==> src/l1_cache_params.svh <==
// L1 cache geometry and latency
`ifndef L1_CACHE_PARAMS_SVH
`define L1_CACHE_PARAMS_SVH

`define L1_WORD_BITS      32
`define L1_LINE_BITS      128
// Fixed at two by the one-bit LRU
`define L1_WAYS           2
`define L1_SET_BITS       3
`define L1_ADDR_BITS      12
`define L1_MEM_LATENCY    4
`define L1_OOO_TAG_BITS   8

// Address fields: [1:0] ignored, [3:2] word, [4] bank, then set, then tag
`define L1_WORD_LSB       2
`define L1_WORD_SEL_BITS  2
`define L1_BANK_BIT       4
`define L1_OFFSET_BITS    4
`define L1_SET_LSB        5
`define L1_TAG_LSB        (`L1_SET_LSB + `L1_SET_BITS)
`define L1_TAG_BITS       (`L1_ADDR_BITS - `L1_TAG_LSB)
`define L1_LINE_ADDR_BITS (`L1_ADDR_BITS - `L1_OFFSET_BITS)
`define L1_MEM_LINES      (1 << `L1_LINE_ADDR_BITS)

// After reset the word at word address w holds w ^ 32'h5a5a_0000
`define L1_MEM_INIT_XOR   32'h5a5a_0000

`endif

==> src/l1_cache_pkg.sv <==
// L1 cache types
`default_nettype none

package l1_cache_pkg;

    typedef enum logic [1:0] {
        OP_NONE,
        OP_LOAD,
        OP_STORE
    } cache_op_e;

    typedef enum logic [1:0] {
        BANK_IDLE,
        BANK_LOOKUP,
        BANK_MISS_WAIT,
        BANK_REFILL
    } bank_state_e;

    typedef enum logic [1:0] {
        MEM_IDLE,
        MEM_WRITE,
        MEM_READ,
        MEM_DONE
    } mem_state_e;

    // Miss arbiter holds one grant per memory transaction
    typedef enum logic {
        ARB_IDLE,
        ARB_BUSY
    } arb_state_e;

endpackage

`default_nettype wire

==> src/miss_arbiter.sv <==
// Round-robin miss arbiter
`timescale 1ns/1ns
`default_nettype none
`include "l1_cache_params.svh"

module miss_arbiter
    import l1_cache_pkg::*;
(
    input  logic                          clk,
    input  logic                          rst,
    input  logic                          mem_req_0,
    input  logic                          mem_wb_0,
    input  logic [`L1_LINE_ADDR_BITS-1:0] mem_wb_addr_0,
    input  logic [`L1_LINE_BITS-1:0]      mem_wb_line_0,
    input  logic [`L1_LINE_ADDR_BITS-1:0] mem_rd_addr_0,
    input  logic                          mem_req_1,
    input  logic                          mem_wb_1,
    input  logic [`L1_LINE_ADDR_BITS-1:0] mem_wb_addr_1,
    input  logic [`L1_LINE_BITS-1:0]      mem_wb_line_1,
    input  logic [`L1_LINE_ADDR_BITS-1:0] mem_rd_addr_1,
    input  logic                          mem_done,
    input  logic [`L1_LINE_BITS-1:0]      mem_rd_line,
    output logic                          fill_valid_0,
    output logic                          fill_valid_1,
    output logic [`L1_LINE_BITS-1:0]      fill_line,
    output logic                          mem_start,
    output logic                          mem_wb,
    output logic [`L1_LINE_ADDR_BITS-1:0] mem_wb_addr,
    output logic [`L1_LINE_BITS-1:0]      mem_wb_line,
    output logic [`L1_LINE_ADDR_BITS-1:0] mem_rd_addr
);

    arb_state_e state;
    // Active bank, which also serves as the last-served pointer
    logic       grant;
    // Bank just filled, blocked until its request drops
    logic [1:0] served;
    logic [1:0] want;
    logic       pick;

    assign want = {mem_req_1 && !served[1], mem_req_0 && !served[0]};

    // Both waiting goes to the bank not served last
    assign pick = (want[0] && want[1]) ? ~grant : want[1];

    assign fill_valid_0 = mem_done && (state == ARB_BUSY) && !grant;
    assign fill_valid_1 = mem_done && (state == ARB_BUSY) && grant;
    assign fill_line    = mem_rd_line;

    assign mem_wb      = grant ? mem_wb_1      : mem_wb_0;
    assign mem_wb_addr = grant ? mem_wb_addr_1 : mem_wb_addr_0;
    assign mem_wb_line = grant ? mem_wb_line_1 : mem_wb_line_0;
    assign mem_rd_addr = grant ? mem_rd_addr_1 : mem_rd_addr_0;

    always_ff @(posedge clk) begin
        if (rst) begin
            state     <= ARB_IDLE;
            grant     <= 1'b1;
            served    <= '0;
            mem_start <= 1'b0;
        end else begin
            mem_start <= 1'b0;
            served[0] <= fill_valid_0 || (served[0] && mem_req_0);
            served[1] <= fill_valid_1 || (served[1] && mem_req_1);
            case (state)
                ARB_IDLE: begin
                    if (|want) begin
                        grant     <= pick;
                        mem_start <= 1'b1;
                        state     <= ARB_BUSY;
                    end
                end
                ARB_BUSY: begin
                    if (mem_done) begin
                        state <= ARB_IDLE;
                    end
                end
                default: state <= ARB_IDLE;
            endcase
        end
    end

endmodule

`default_nettype wire

==> config.mk <==
export PLATFORM = sky130hd
export DESIGN_NAME = miss_arbiter
export DESIGN_NICKNAME = d
export VERILOG_FILES = /design/src/l1_cache_pkg.sv /design/src/miss_arbiter.sv
export VERILOG_INCLUDE_DIRS = /design/src /design/src/src
export SDC_FILE = /design/constraint.sdc
export NUM_CORES = 1
export LEC_CHECK = 0
export BUFFER_PORTS_ARGS = -buffer_cell sky130_fd_sc_hd__buf_2
export CORE_AREA = 2 2 271 273
export DETAILED_ROUTE_END_ITERATION = 7
export DIE_AREA = 0 0 273 275
export HOLD_SLACK_MARGIN = 0.15
export PLACE_DENSITY = 0.3
export SLEW_MARGIN = 20
export SYNTH_ARGS = -nofsm -noshare
export SYNTH_HDL_FRONTEND = slang
export SYNTH_SLANG_ARGS = --single-unit
==> constraint.sdc <==
create_clock -name clk -period 1.5 [get_ports clk]
set_input_delay 0.3 -clock clk [delete_from_list [all_inputs] [get_ports clk]]
set_output_delay 0.3 -clock clk [all_outputs]
set_load 0.02 [all_outputs]
==> metrics.txt <==
# TYPE chip_impl_metric gauge
chip_impl_metric{name="seq_power_share",unit="%"} 5.4
chip_impl_metric{name="max_cap_violations",unit=""} 0
chip_impl_metric{name="share_of_cells_above_drive_strength_1",unit="%"} 97.04
chip_impl_metric{name="die_width",unit="µm"} 273
chip_impl_metric{name="p_leak",unit="nW"} 2.800
chip_impl_metric{name="hold_viol_final",unit=""} 0
chip_impl_info{name="failing_checks",value="negative setup slack"} 1
chip_impl_metric{name="grt.total_usage",unit="%"} 6.010
chip_impl_metric{name="clk_transition_reported_paths",unit="ps"} 40
chip_impl_metric{name="route.vias.total",unit=""} 3756
chip_impl_metric{name="synth.ff_latch_count",unit=""} 5
chip_impl_metric{name="grt_start_max_net_pins",unit=""} 19
chip_impl_metric{name="antenna_found_initial",unit=""} 31
chip_impl_metric{name="slew_viol_final",unit=""} 0
chip_impl_info{name="mostFrequentLayoutCells",value="sky130_fd_sc_hd__buf_2, sky130_fd_sc_hd__mux2_2, sky130_fd_sc_hd__buf_6"} 1
chip_impl_metric{name="crit_arrival",unit="ps"} 1510
chip_impl_metric{name="yosys_synthesis_warning_count",unit=""} 0
chip_impl_metric{name="worst_clock_skew",unit="ps"} 6.704
chip_impl_info{name="cts_tree",value="done"} 1
chip_impl_info{name="holdCritPathClass",value="input port to flip-flop"} 1
chip_impl_metric{name="min_delay_path_depth",unit=""} 2
chip_impl_metric{name="number_of_global_route_vias_before_repair",unit=""} 3747
chip_impl_metric{name="critical_path_rt",unit="ps"} 1200
chip_impl_metric{name="final.setup.worst_slack",unit="ps"} -312.7
chip_impl_metric{name="cell_internal_pwr",unit="W"} 0.001666
chip_impl_info{name="startpoint_type",value="flip-flop"} 1
chip_impl_metric{name="design.final.nets",unit=""} 1065
chip_impl_metric{name="die_h",unit="µm"} 275
chip_impl_metric{name="core_outline_area",unit="µm²"} 72340
chip_impl_metric{name="finalSetupViolCount",unit=""} 147
chip_impl_info{name="path_class",value="flip-flop to output port"} 1
chip_impl_metric{name="power_total",unit="W"} 0.002930
chip_impl_metric{name="timing.final.crit_period",unit="ps"} 1813
chip_impl_metric{name="final_ant_viol_nets",unit=""} 0
chip_impl_metric{name="htreeDepth",unit=""} 1
chip_impl_metric{name="start_util",unit="%"} 4.096
chip_impl_metric{name="syn_to_final_growth",unit="%"} 99.41
chip_impl_metric{name="cellPowerDensity",unit="nW/µm²"} 496.0
chip_impl_metric{name="total_nets_after_synthesis",unit=""} 734
chip_impl_metric{name="portBuffers",unit=""} 442
chip_impl_info{name="rr_startpoint",value="grant"} 1
chip_impl_info{name="worst_setup_path_end_kind",value="output port"} 1
chip_impl_metric{name="insertion_delay",unit="ps"} 230
chip_impl_metric{name="power.net_switching",unit="W"} 0.001264
chip_impl_metric{name="routed_wire_length_per_instance",unit="µm"} 15.58
chip_impl_info{name="root_buffer",value="sky130_fd_sc_hd__clkbuf_16"} 1
chip_impl_metric{name="fin_hold_ws",unit="ps"} 304.1
chip_impl_metric{name="finalWeightedCongestion",unit=""} 0.6654
chip_impl_metric{name="drc",unit=""} 0
chip_impl_metric{name="yosysSeqAreaShare",unit="%"} 3.378
chip_impl_metric{name="power.clock.fraction",unit="%"} 15.5
chip_impl_metric{name="first_iter_violations",unit=""} 30
chip_impl_metric{name="final_min_period_over_clock_period",unit="%"} 120.8
chip_impl_metric{name="cts.path.max_buffers",unit=""} 2
chip_impl_metric{name="vias_per_cell",unit=""} 2.336
chip_impl_metric{name="io-pin-count",unit=""} 699
chip_impl_info{name="hold_path_startpoint",value="rst"} 1
chip_impl_metric{name="detailed_place_hpwl",unit="µm"} 22940
chip_impl_metric{name="post_synthesis_cells",unit=""} 311
chip_impl_metric{name="syn_area_per_cell",unit="µm²"} 9.527
chip_impl_metric{name="clock-sinks",unit=""} 5
chip_impl_metric{name="worst_ir_drop_vdd",unit="mV"} 0.2760
chip_impl_metric{name="grt_first_pass_wirelength",unit="µm"} 29650
chip_impl_metric{name="pin_slew_with_the_least_headroom_to_its_limit",unit="ps"} 332.5
chip_impl_metric{name="die_area",unit="µm²"} 75080
chip_impl_metric{name="dr.pass1.iters",unit=""} 3
chip_impl_metric{name="global_route_total_overflow",unit=""} 0
chip_impl_metric{name="hold_buffers",unit=""} 0
chip_impl_metric{name="cts_inserted_buffers",unit=""} 3
chip_impl_metric{name="comb_power_share",unit="%"} 79.1
chip_impl_info{name="status",value="finished with violations"} 1
chip_impl_metric{name="p_sw_share",unit="%"} 43.14
chip_impl_metric{name="timing.fmax",unit="GHz"} 0.5517
chip_impl_metric{name="max_fo_critical_path",unit=""} 9
chip_impl_info{name="worst_setup_path_startpoint",value="grant"} 1
chip_impl_metric{name="worstRegToRegCells",unit=""} 5
chip_impl_metric{name="synth.distinct_cells",unit=""} 19
chip_impl_info{name="rsz0062_at_grt",value="yes"} 1
chip_impl_info{name="layout.cells.most_common",value="sky130_fd_sc_hd__buf_2"} 1
chip_impl_metric{name="totalWireLength",unit="µm"} 25050
chip_impl_metric{name="netlist_area",unit="µm²"} 2963
chip_impl_metric{name="maxSlewHeadroom",unit="%"} 77.80
chip_impl_metric{name="floorplan.rows",unit=""} 99
[cell type report]
type / instances / area [µm²]
fill: 8524 / 66430
timing repair buffer: 471 / 2694
clock inverter: 1 / 5.005
clock buffer: 3 / 75.07
sequential: 5 / 103.9
tap: 959 / 1200
inverter: 2 / 7.507
antenna: 8 / 20.02
multi-input combinational: 159 / 1803
[what timing repair did]
action	in CTS	in global routing
setup buffers	7	0
resized for setup	42	30
pin swaps	0	1
cloned	2	0
endpoints found under the setup margin	146	148
[metrics by stage]
step                util [%]  worst slack (ps)  instance area [µm²]  instances  TNS (ps)
global placement       7.519            -183.3                 5439       1587     -5315
detailed placement     7.519            -188.6                 5439       1587     -6019
global route           8.160            -372.4                 5903       1606    -44140
finish                 8.167            -312.7                 5908       1608    -34670
CTS                    7.991            -346.1                 5781       1600    -39240
floorplan                  -             113.8                 2963        311         0
[Yosys cell counts]
cell	number	area, µm²
sky130_fd_sc_hd__a211oi_1	1	7.510
sky130_fd_sc_hd__buf_2	4	20.02
sky130_fd_sc_hd__nand3b_1	1	7.510
sky130_fd_sc_hd__a31oi_1	1	6.260
sky130_fd_sc_hd__a21oi_1	1	5.000
sky130_fd_sc_hd__buf_6	13	146.4
sky130_fd_sc_hd__nand2_1	1	3.750
sky130_fd_sc_hd__inv_1	2	7.510
sky130_fd_sc_hd__nor4b_1	1	8.760
sky130_fd_sc_hd__mux2_2	145	1633
sky130_fd_sc_hd__and3_1	1	6.260
sky130_fd_sc_hd__nand2b_1	2	12.51
sky130_fd_sc_hd__a211o_1	1	8.760
sky130_fd_sc_hd__buf_4	128	960.9
sky130_fd_sc_hd__a32oi_1	1	8.760
sky130_fd_sc_hd__dfxtp_1	5	100.1
sky130_fd_sc_hd__nor2_1	1	3.750
sky130_fd_sc_hd__a21o_1	1	7.510
sky130_fd_sc_hd__or3b_1	1	8.760
[power by group through the flow]
| stage | combinational [W] | clock (W) | sequential (W) |
|---|---|---|---|
| final | 0.00232 | 0.000455 | 0.000157 |
| after global routing | 0.00249 | 0.000479 | 0.000159 |
| after CTS | 0.00231 | 0.000465 | 0.000155 |
| after detailed placement | 0.00214 | 0 | 0.000156 |
| after global placement | 0.00214 | 0 | 0.000156 |
| after floorplan | 0.00171 | 0 | 0.000154 |
[metal layers]
metal / up-vias / global-route usage, % / part of all wire (%)
li1: 1621 / - / -
met1: 1568 / 6.065 / 34
met2: 467 / 9.658 / 42
met3: 88 / 3.919 / 18
met4: 12 / 2.833 / 5.2
met5: - / 0 / 0.33
[registers in the layout, indices dropped and copies added (netlist names)]
signal     flops
mem_start      1
state          1
served         2
grant          1
[worst max-delay path, stage by stage (launching register included)]
cell and delay [ps]:
sky130_fd_sc_hd__dfxtp_4 370, sky130_fd_sc_hd__buf_12 160, sky130_fd_sc_hd__bufbuf_16 270, sky130_fd_sc_hd__mux2_2 320, sky130_fd_sc_hd__buf_2 160
[logic make-up after synthesis]
kind of cell / Yosys count / synth area share, %
AOI/OAI and AO/OA: 6 / 1.478
buffers and inverters: 147 / 38.30
DFF: 5 / 3.379
muxes: 145 / 55.11
and+or+nand+nor: 8 / 1.731
[final timing paths]
check | to | slack [ps]
worst min-delay path | served[0] | 300
worst max register to register | grant | 30
worst max-delay path | mem_wb_line[17] | -310
worst min register to register | served[0] | 480
No activity file was read; power rests on OpenSTA's default activity.
