File: src/l1_cache_params.svh
// L1 cache geometry and latency
`ifndef L1_CACHE_PARAMS_SVH
`define L1_CACHE_PARAMS_SVH

`define L1_WORD_BITS      32
`define L1_LINE_BITS      128
// Fixed at two by the one-bit LRU
`define L1_WAYS           2
`define L1_SET_BITS       3
`define L1_ADDR_BITS      12
`define L1_MEM_LATENCY    4
`define L1_OOO_TAG_BITS   8

// Address fields: [1:0] ignored, [3:2] word, [4] bank, then set, then tag
`define L1_WORD_LSB       2
`define L1_WORD_SEL_BITS  2
`define L1_BANK_BIT       4
`define L1_OFFSET_BITS    4
`define L1_SET_LSB        5
`define L1_TAG_LSB        (`L1_SET_LSB + `L1_SET_BITS)
`define L1_TAG_BITS       (`L1_ADDR_BITS - `L1_TAG_LSB)
`define L1_LINE_ADDR_BITS (`L1_ADDR_BITS - `L1_OFFSET_BITS)
`define L1_MEM_LINES      (1 << `L1_LINE_ADDR_BITS)

// After reset the word at word address w holds w ^ 32'h5a5a_0000
`define L1_MEM_INIT_XOR   32'h5a5a_0000

`endif

File: src/l1_cache_pkg.sv
// L1 cache types
`default_nettype none

package l1_cache_pkg;

    typedef enum logic [1:0] {
        OP_NONE,
        OP_LOAD,
        OP_STORE
    } cache_op_e;

    typedef enum logic [1:0] {
        BANK_IDLE,
        BANK_LOOKUP,
        BANK_MISS_WAIT,
        BANK_REFILL
    } bank_state_e;

    typedef enum logic [1:0] {
        MEM_IDLE,
        MEM_WRITE,
        MEM_READ,
        MEM_DONE
    } mem_state_e;

    // Miss arbiter holds one grant per memory transaction
    typedef enum logic {
        ARB_IDLE,
        ARB_BUSY
    } arb_state_e;

endpackage

`default_nettype wire

File: src/cache_bank.sv
// Two-way cache bank
`timescale 1ns/1ns
`default_nettype none
`include "l1_cache_params.svh"

module cache_bank
    import l1_cache_pkg::*;
(
    input  logic                          clk,
    input  logic                          rst,
    input  logic                          req_valid,
    input  cache_op_e                     req_op,
    input  logic [`L1_ADDR_BITS-1:0]      req_addr,
    input  logic [`L1_WORD_BITS-1:0]      req_data,
    input  logic [`L1_OOO_TAG_BITS-1:0]   req_tag,
    input  logic                          fill_valid,
    input  logic [`L1_LINE_BITS-1:0]      fill_line,
    output logic                          busy,
    output logic                          resp_valid,
    output logic [`L1_WORD_BITS-1:0]      resp_data,
    output logic [`L1_OOO_TAG_BITS-1:0]   resp_tag,
    output logic                          resp_hit,
    output logic                          mem_req,
    output logic                          mem_wb,
    output logic [`L1_LINE_ADDR_BITS-1:0] mem_wb_addr,
    output logic [`L1_LINE_BITS-1:0]      mem_wb_line,
    output logic [`L1_LINE_ADDR_BITS-1:0] mem_rd_addr
);

    localparam int SETS = 1 << `L1_SET_BITS;

    bank_state_e state;

    // Tag, data and metadata stores
    logic [`L1_TAG_BITS-1:0]  tag_arr   [SETS][`L1_WAYS];
    logic [`L1_LINE_BITS-1:0] data_arr  [SETS][`L1_WAYS];
    logic [`L1_WAYS-1:0]      valid_arr [SETS];
    logic [`L1_WAYS-1:0]      dirty_arr [SETS];
    // Per set, the index of the least recently used way
    logic [SETS-1:0]          lru_arr;

    // Request buffer
    cache_op_e                    op_buf;
    logic [`L1_ADDR_BITS-1:0]     addr_buf;
    logic [`L1_WORD_BITS-1:0]     data_buf;
    logic [`L1_OOO_TAG_BITS-1:0]  rtag_buf;

    // Line and way held from lookup or fill until the refill cycle
    logic [`L1_LINE_BITS-1:0]     line_buf;
    logic                         way_buf;
    logic                         hit_buf;

    logic [`L1_SET_BITS-1:0]      set_idx;
    logic [`L1_TAG_BITS-1:0]      line_tag;
    logic [`L1_WORD_SEL_BITS-1:0] word_sel;
    logic [`L1_WAYS-1:0]          way_hit;
    logic                         hit;
    logic                         hit_way;
    logic                         victim_way;
    logic                         is_store;
    logic [`L1_LINE_BITS-1:0]     new_line;

    assign set_idx  = addr_buf[`L1_SET_LSB +: `L1_SET_BITS];
    assign line_tag = addr_buf[`L1_TAG_LSB +: `L1_TAG_BITS];
    assign word_sel = addr_buf[`L1_WORD_LSB +: `L1_WORD_SEL_BITS];
    assign is_store = (op_buf == OP_STORE);

    // Hit check over both ways
    always_comb begin
        for (int w = 0; w < `L1_WAYS; w++) begin
            way_hit[w] = valid_arr[set_idx][w] && (tag_arr[set_idx][w] == line_tag);
        end
    end

    assign hit     = |way_hit;
    assign hit_way = way_hit[1];

    // Replacement: first invalid way, else the LRU way
    always_comb begin
        if (!valid_arr[set_idx][0]) begin
            victim_way = 1'b0;
        end else if (!valid_arr[set_idx][1]) begin
            victim_way = 1'b1;
        end else begin
            victim_way = lru_arr[set_idx];
        end
    end

    // Store word merged into the held line
    always_comb begin
        new_line = line_buf;
        if (is_store) begin
            new_line[word_sel*`L1_WORD_BITS +: `L1_WORD_BITS] = data_buf;
        end
    end

    assign busy    = (state != BANK_IDLE);
    assign mem_req = (state == BANK_MISS_WAIT);

    // Victim stays put while waiting, so eviction data comes straight from the stores
    assign mem_wb      = valid_arr[set_idx][way_buf] && dirty_arr[set_idx][way_buf];
    assign mem_wb_addr = {tag_arr[set_idx][way_buf], set_idx, addr_buf[`L1_BANK_BIT]};
    assign mem_wb_line = data_arr[set_idx][way_buf];
    assign mem_rd_addr = addr_buf[`L1_ADDR_BITS-1:`L1_OFFSET_BITS];

    always_ff @(posedge clk) begin
        if (rst) begin
            state      <= BANK_IDLE;
            resp_valid <= 1'b0;
            lru_arr    <= '0;
            for (int s = 0; s < SETS; s++) begin
                valid_arr[s] <= '0;
                dirty_arr[s] <= '0;
            end
        end else begin
            resp_valid <= 1'b0;
            case (state)
                BANK_IDLE: begin
                    if (req_valid && req_op != OP_NONE) begin
                        state <= BANK_LOOKUP;
                    end
                end
                BANK_LOOKUP: begin
                    state <= hit ? BANK_REFILL : BANK_MISS_WAIT;
                end
                BANK_MISS_WAIT: begin
                    if (fill_valid) begin
                        state <= BANK_REFILL;
                    end
                end
                BANK_REFILL: begin
                    valid_arr[set_idx][way_buf] <= 1'b1;
                    dirty_arr[set_idx][way_buf] <= is_store ||
                                                   (hit_buf && dirty_arr[set_idx][way_buf]);
                    lru_arr[set_idx] <= ~way_buf;
                    resp_valid       <= 1'b1;
                    state            <= BANK_IDLE;
                end
                default: state <= BANK_IDLE;
            endcase
        end
    end

    always_ff @(posedge clk) begin
        if (state == BANK_IDLE && req_valid) begin
            op_buf   <= req_op;
            addr_buf <= req_addr;
            data_buf <= req_data;
            rtag_buf <= req_tag;
        end
        if (state == BANK_LOOKUP) begin
            hit_buf  <= hit;
            way_buf  <= hit ? hit_way : victim_way;
            line_buf <= data_arr[set_idx][hit_way];
        end
        if (state == BANK_MISS_WAIT && fill_valid) begin
            line_buf <= fill_line;
        end
        if (state == BANK_REFILL) begin
            tag_arr[set_idx][way_buf]  <= line_tag;
            data_arr[set_idx][way_buf] <= new_line;
            // Old word goes back as rewind data for stores
            resp_data <= line_buf[word_sel*`L1_WORD_BITS +: `L1_WORD_BITS];
            resp_tag  <= rtag_buf;
            resp_hit  <= hit_buf;
        end
    end

endmodule

`default_nettype wire

File: config.mk
export PLATFORM = sky130hd
export DESIGN_NAME = cache_bank
export DESIGN_NICKNAME = d
export VERILOG_FILES = /design/src/l1_cache_pkg.sv /design/src/cache_bank.sv
export VERILOG_INCLUDE_DIRS = /design/src /design/src/src
export SDC_FILE = /design/constraint.sdc
export NUM_CORES = 2
export LEC_CHECK = 0
export BUFFER_PORTS_ARGS = -buffer_cell sky130_fd_sc_hd__buf_4
export CORE_ASPECT_RATIO = 0.6
export CORE_UTILIZATION = 25
export CTS_BUF_LIST = sky130_fd_sc_hd__clkbuf_4 sky130_fd_sc_hd__clkbuf_8 sky130_fd_sc_hd__clkbuf_16
export CTS_CLUSTER_DIAMETER = 120
export DETAILED_ROUTE_END_ITERATION = 6
export GPL_TIMING_DRIVEN = 1
export PLACE_DENSITY = 0.42
export SLEW_MARGIN = 20
export SYNTH_ARGS = -nofsm -noshare
export SYNTH_HDL_FRONTEND = slang
export SYNTH_SLANG_ARGS = --single-unit
export TNS_END_PERCENT = 100
File: constraint.sdc
create_clock -name clk -period 37.4 [get_ports clk]
set_input_delay 1.87 -clock clk [delete_from_list [all_inputs] [get_ports clk]]
set_output_delay 1.87 -clock clk [all_outputs]
set_load 0.01 [all_outputs]
==> out/results.txt <==
H-tree depth -> 5
Ys Warns -> 0
Leak -> 35.4 nW
Largest net degree at the start of global routing -> 147
Ys async rst share -> 0%
Pre-CTS setup slack -> 29.75 ns
First-pass GRT wire length -> 440000 microns
Buffers and inverters on the worst path -> 5
Crit path largest cell delay -> 0.89 ns
Flops & latches, synth -> 2381
Reg2Reg Setup Slack -> 31.19 ns
DRC viols -> 0
R2R depth -> 9
Crit path cell chain -> buf_12 > buf_4 > buf_4 > buf_4 > mux4_2 > mux2i_1 > a21oi_1 > buf_4
Peak supply drop -> 70.5 uV
Critical Path Fanout Max -> 92
Most used cell, CP -> buf_4
Port Buffers -> 372
Mapped Cells -> 4652
DR vias -> 48894
Synth Flop Type -> edfxtp_1
Post-DP HPWL -> 193000 microns
Setup bufs post-CTS -> 0
Sw frac -> 33.0%
Final slew viol count -> 0
Clock Skew -> 0.0531 ns
Routability cong. -> 0.778
Synthesized netlist net count -> 4848
Pwr dens -> 79.2 mW/mm^2
Crit share post-route -> 21.9%
Pre-Repair DR Iteration Count -> 5
Critical Path RT -> 35.53 ns
Max Cap Viol -> 0
GRT Util Overall -> 16.7%
WS Path Type -> flip-flop to primary output
Via density per instance -> 4.75
CP max stage cell -> dfxtp_4
Post-synth cell types -> 41
Detailed Route WL -> 327000 microns
Detail Route Antenna Nets -> 0
P&R area growth vs syn -> 18.5%
Clock latency on the worst-skew pair -> 0.85 ns
Clk root buf -> clkbuf_16
Clock power frac -> 29.5%
Final Setup Violations -> 0
Initial core utilization -> 25.2%
Vias in the first global route -> 49129
Reg power frac -> 43.1%
Fraction of layout cells with a size suffix above 1 -> 32.6%
Seq/Total Area, Yosys -> 75.3%
Element type at the critical path start -> flip-flop
Post-synth EDFFs -> 2351
CTS max path bufs -> 4
Hold path depth -> 0
Net switching power -> 2.92 mW
Post-layout min period -> 8.18 ns
HP Class -> flip-flop to flip-flop
Initial antenna violation count -> 39
FP Rows -> 174
Post-Syn Area -> 0.0946 sq mm
Status -> completed
CP delay by family, top -> buffers and inverters
Clock-pin slew on the worst setup and hold paths -> 0.06 ns
Min-delay src -> rtag_buf[3]$_DFFE_PP_
Die H -> 478 microns
Clock Sinks -> 2381
Slew @ Worst Pin -> 1.29 ns
Final Core Density -> 29.8%
Unrepaired setup endpoints after global routing -> false
Die Span X -> 796 microns
Nets -> 5281
CP arrival -> 6.31 ns
Core area -> 0.376 sq mm
DRT iter0 DRCs -> 4988
Hold slack -> 0.408 ns
Hold Path Sink -> resp_tag[3]$_DFFE_PP_
Num CTS Buffers -> 271
Fin worst setup slack -> 29.22 ns
Syn avg cell area -> 20.3 sq um
CP endpoint kind -> primary output
Internal power -> 5.95 mW
Final Hold Fails -> 0
Combinational fraction of design power -> 27.4%
Power Total -> 8.87 mW
Drt wl/cell -> 31.7 microns
Crit Reg-Reg Endpoint -> line_buf[71]$_DFFE_PP_
I/O pins -> 375
Rel. slew slack -> 14.0%
CTS tree -> built
Global route total overflow -> 0
Resized cells post-CTS -> 0
Maximum clock rate -> 0.122 GHz
Die area -> 0.381 sq mm
Final setup TNS -> 0 ns
Hold Buf Count CTS -> 0
## layer usage
metal | routed length [microns] | global-route usage [%] | vias to the layer above | share of wire (%)
met5 | 13 | 0 | - | 0.0040
met4 | 11700 | 5.23 | 2 | 3.6
met3 | 15700 | 2.18 | 449 | 4.8
met2 | 163000 | 28.9 | 1396 | 50
met1 | 136000 | 21.8 | 26885 | 42
li1 | - | - | 20162 | -
## cell families (layout without fill, tap and decap cells)
kind of cell	count (synthesis)	after routing	share of synthesized area (%)
buffers and inverters	327	946	1.52
flip-flops	2381	2381	75.3
multiplexers	847	847	16.6
AO/OA/AOI/OAI	677	677	4.65
other	0	14	0
XOR/XNOR	6	6	0.0556
AND/OR/NAND/NOR	404	404	1.76
adder cells (fa/ha/maj)	10	10	0.132
## state kept, by name, indices dropped and copies added (netlist names), 10 cells and up, named ones only
name	cells
line_buf	128
dirty_arr	16
data_arr	2048
resp_data	32
valid_arr	16
tag_arr	64
data_buf	32
addr_buf	10
## area by class of cell
cell class	count	area (sq um)
flip-flops and latches	2381	71200
diodes	14	35.0
clock inverters	105	920
repair buffers	480	3890
inverters	7	26.3
fillers	36515	263000
well taps	5016	6280
clock buffers	354	7640
multi-input cells	1944	22100
## cell usage in the layout (no fill, tap or decap), types with 58 or more instances in the layout
master,netlist,layout
clkbuf_4,0,68
buf_4,17,458
mux2_2,133,133
nand2_1,144,143
a31o_2,95,95
clkbuf_16,0,284
mux2i_1,152,152
mux4_2,562,562
a22o_1,131,131
edfxtp_1,2351,2351
nor2_1,202,190
clkinv_1,0,58
a21oi_1,273,273
o21ai_1,128,128
## synth_stat cells (all sizes together), types with 3 or more instances
cell type  number  area [sq um]
a21oi         273          1370
a22o          131          1150
a22oi           4          30.0
a31o          128          1120
and2            6          37.5
buf           168           842
clkbuf        152           571
dfxtp          30           601
edfxtp       2351         70600
ha             10           125
inv             7          26.3
mux2          133          1500
mux2i         152          1520
mux4          562         12700
nand2         144           541
nand2b          4          25.0
nand3           6          30.0
nor2          202           758
nor2b          10          62.6
nor3            6          41.3
nor4b           3          26.3
o21ai         130           651
or2            18           113
xor2            4          35.0
## worst reg2reg max path: cells and delay by family, from the launching register on
| family | cells | cell delay, ns |
|---|---|---|
| AND/OR/NAND/NOR | 1 | 0.53 |
| buffers and inverters | 4 | 3.42 |
| AO/OA/AOI/OAI | 2 | 0.46 |
| flip-flops | 1 | 0.90 |
| multiplexers | 2 | 0.63 |
## worst max path at each step
| stage | from | to | slack (ns) | cells past startpoint |
|---|---|---|---|---|
| floorplan | state[0]$_SDFFE_PP0P_ | dirty_arr[1][0]$_SDFFCE_PN0P_ | 25.34 | 4 |
| global placement | flip-flop | mem_wb_line[107] | 29.77 | 8 |
| detailed placement | flip-flop | mem_wb_line[107] | 29.75 | 8 |
| CTS | flip-flop | mem_wb_line[107] | 28.83 | 8 |
| global route | flip-flop | mem_wb_line[86] | 28.64 | 9 |
| finish | flip-flop | mem_wb_line[107] | 29.22 | 8 |
## power groups by stage
stage,Combinational (mW),Clock (mW),Sequential (mW)
4_1_cts,2.47,2.67,3.83
6_report,2.43,2.62,3.82
3_3_place_gp,2.43,0,3.89
5_1_grt,2.59,2.76,3.83
3_5_place_dp,2.46,0,3.89
2_1_floorplan,1.50,0,3.61
## metrics by stage
| step | cells | cell area, sq um |
|---|---|---|
| 3_5_place_dp | 9826 | 103000 |
| 4_1_cts | 10285 | 112000 |
| 5_1_grt | 10290 | 112000 |
| 2_1_floorplan | 4652 | 94600 |
| 3_3_place_gp | 9826 | 103000 |
| 6_report | 10301 | 112000 |
No activity file was read; power rests on OpenSTA's default activity.
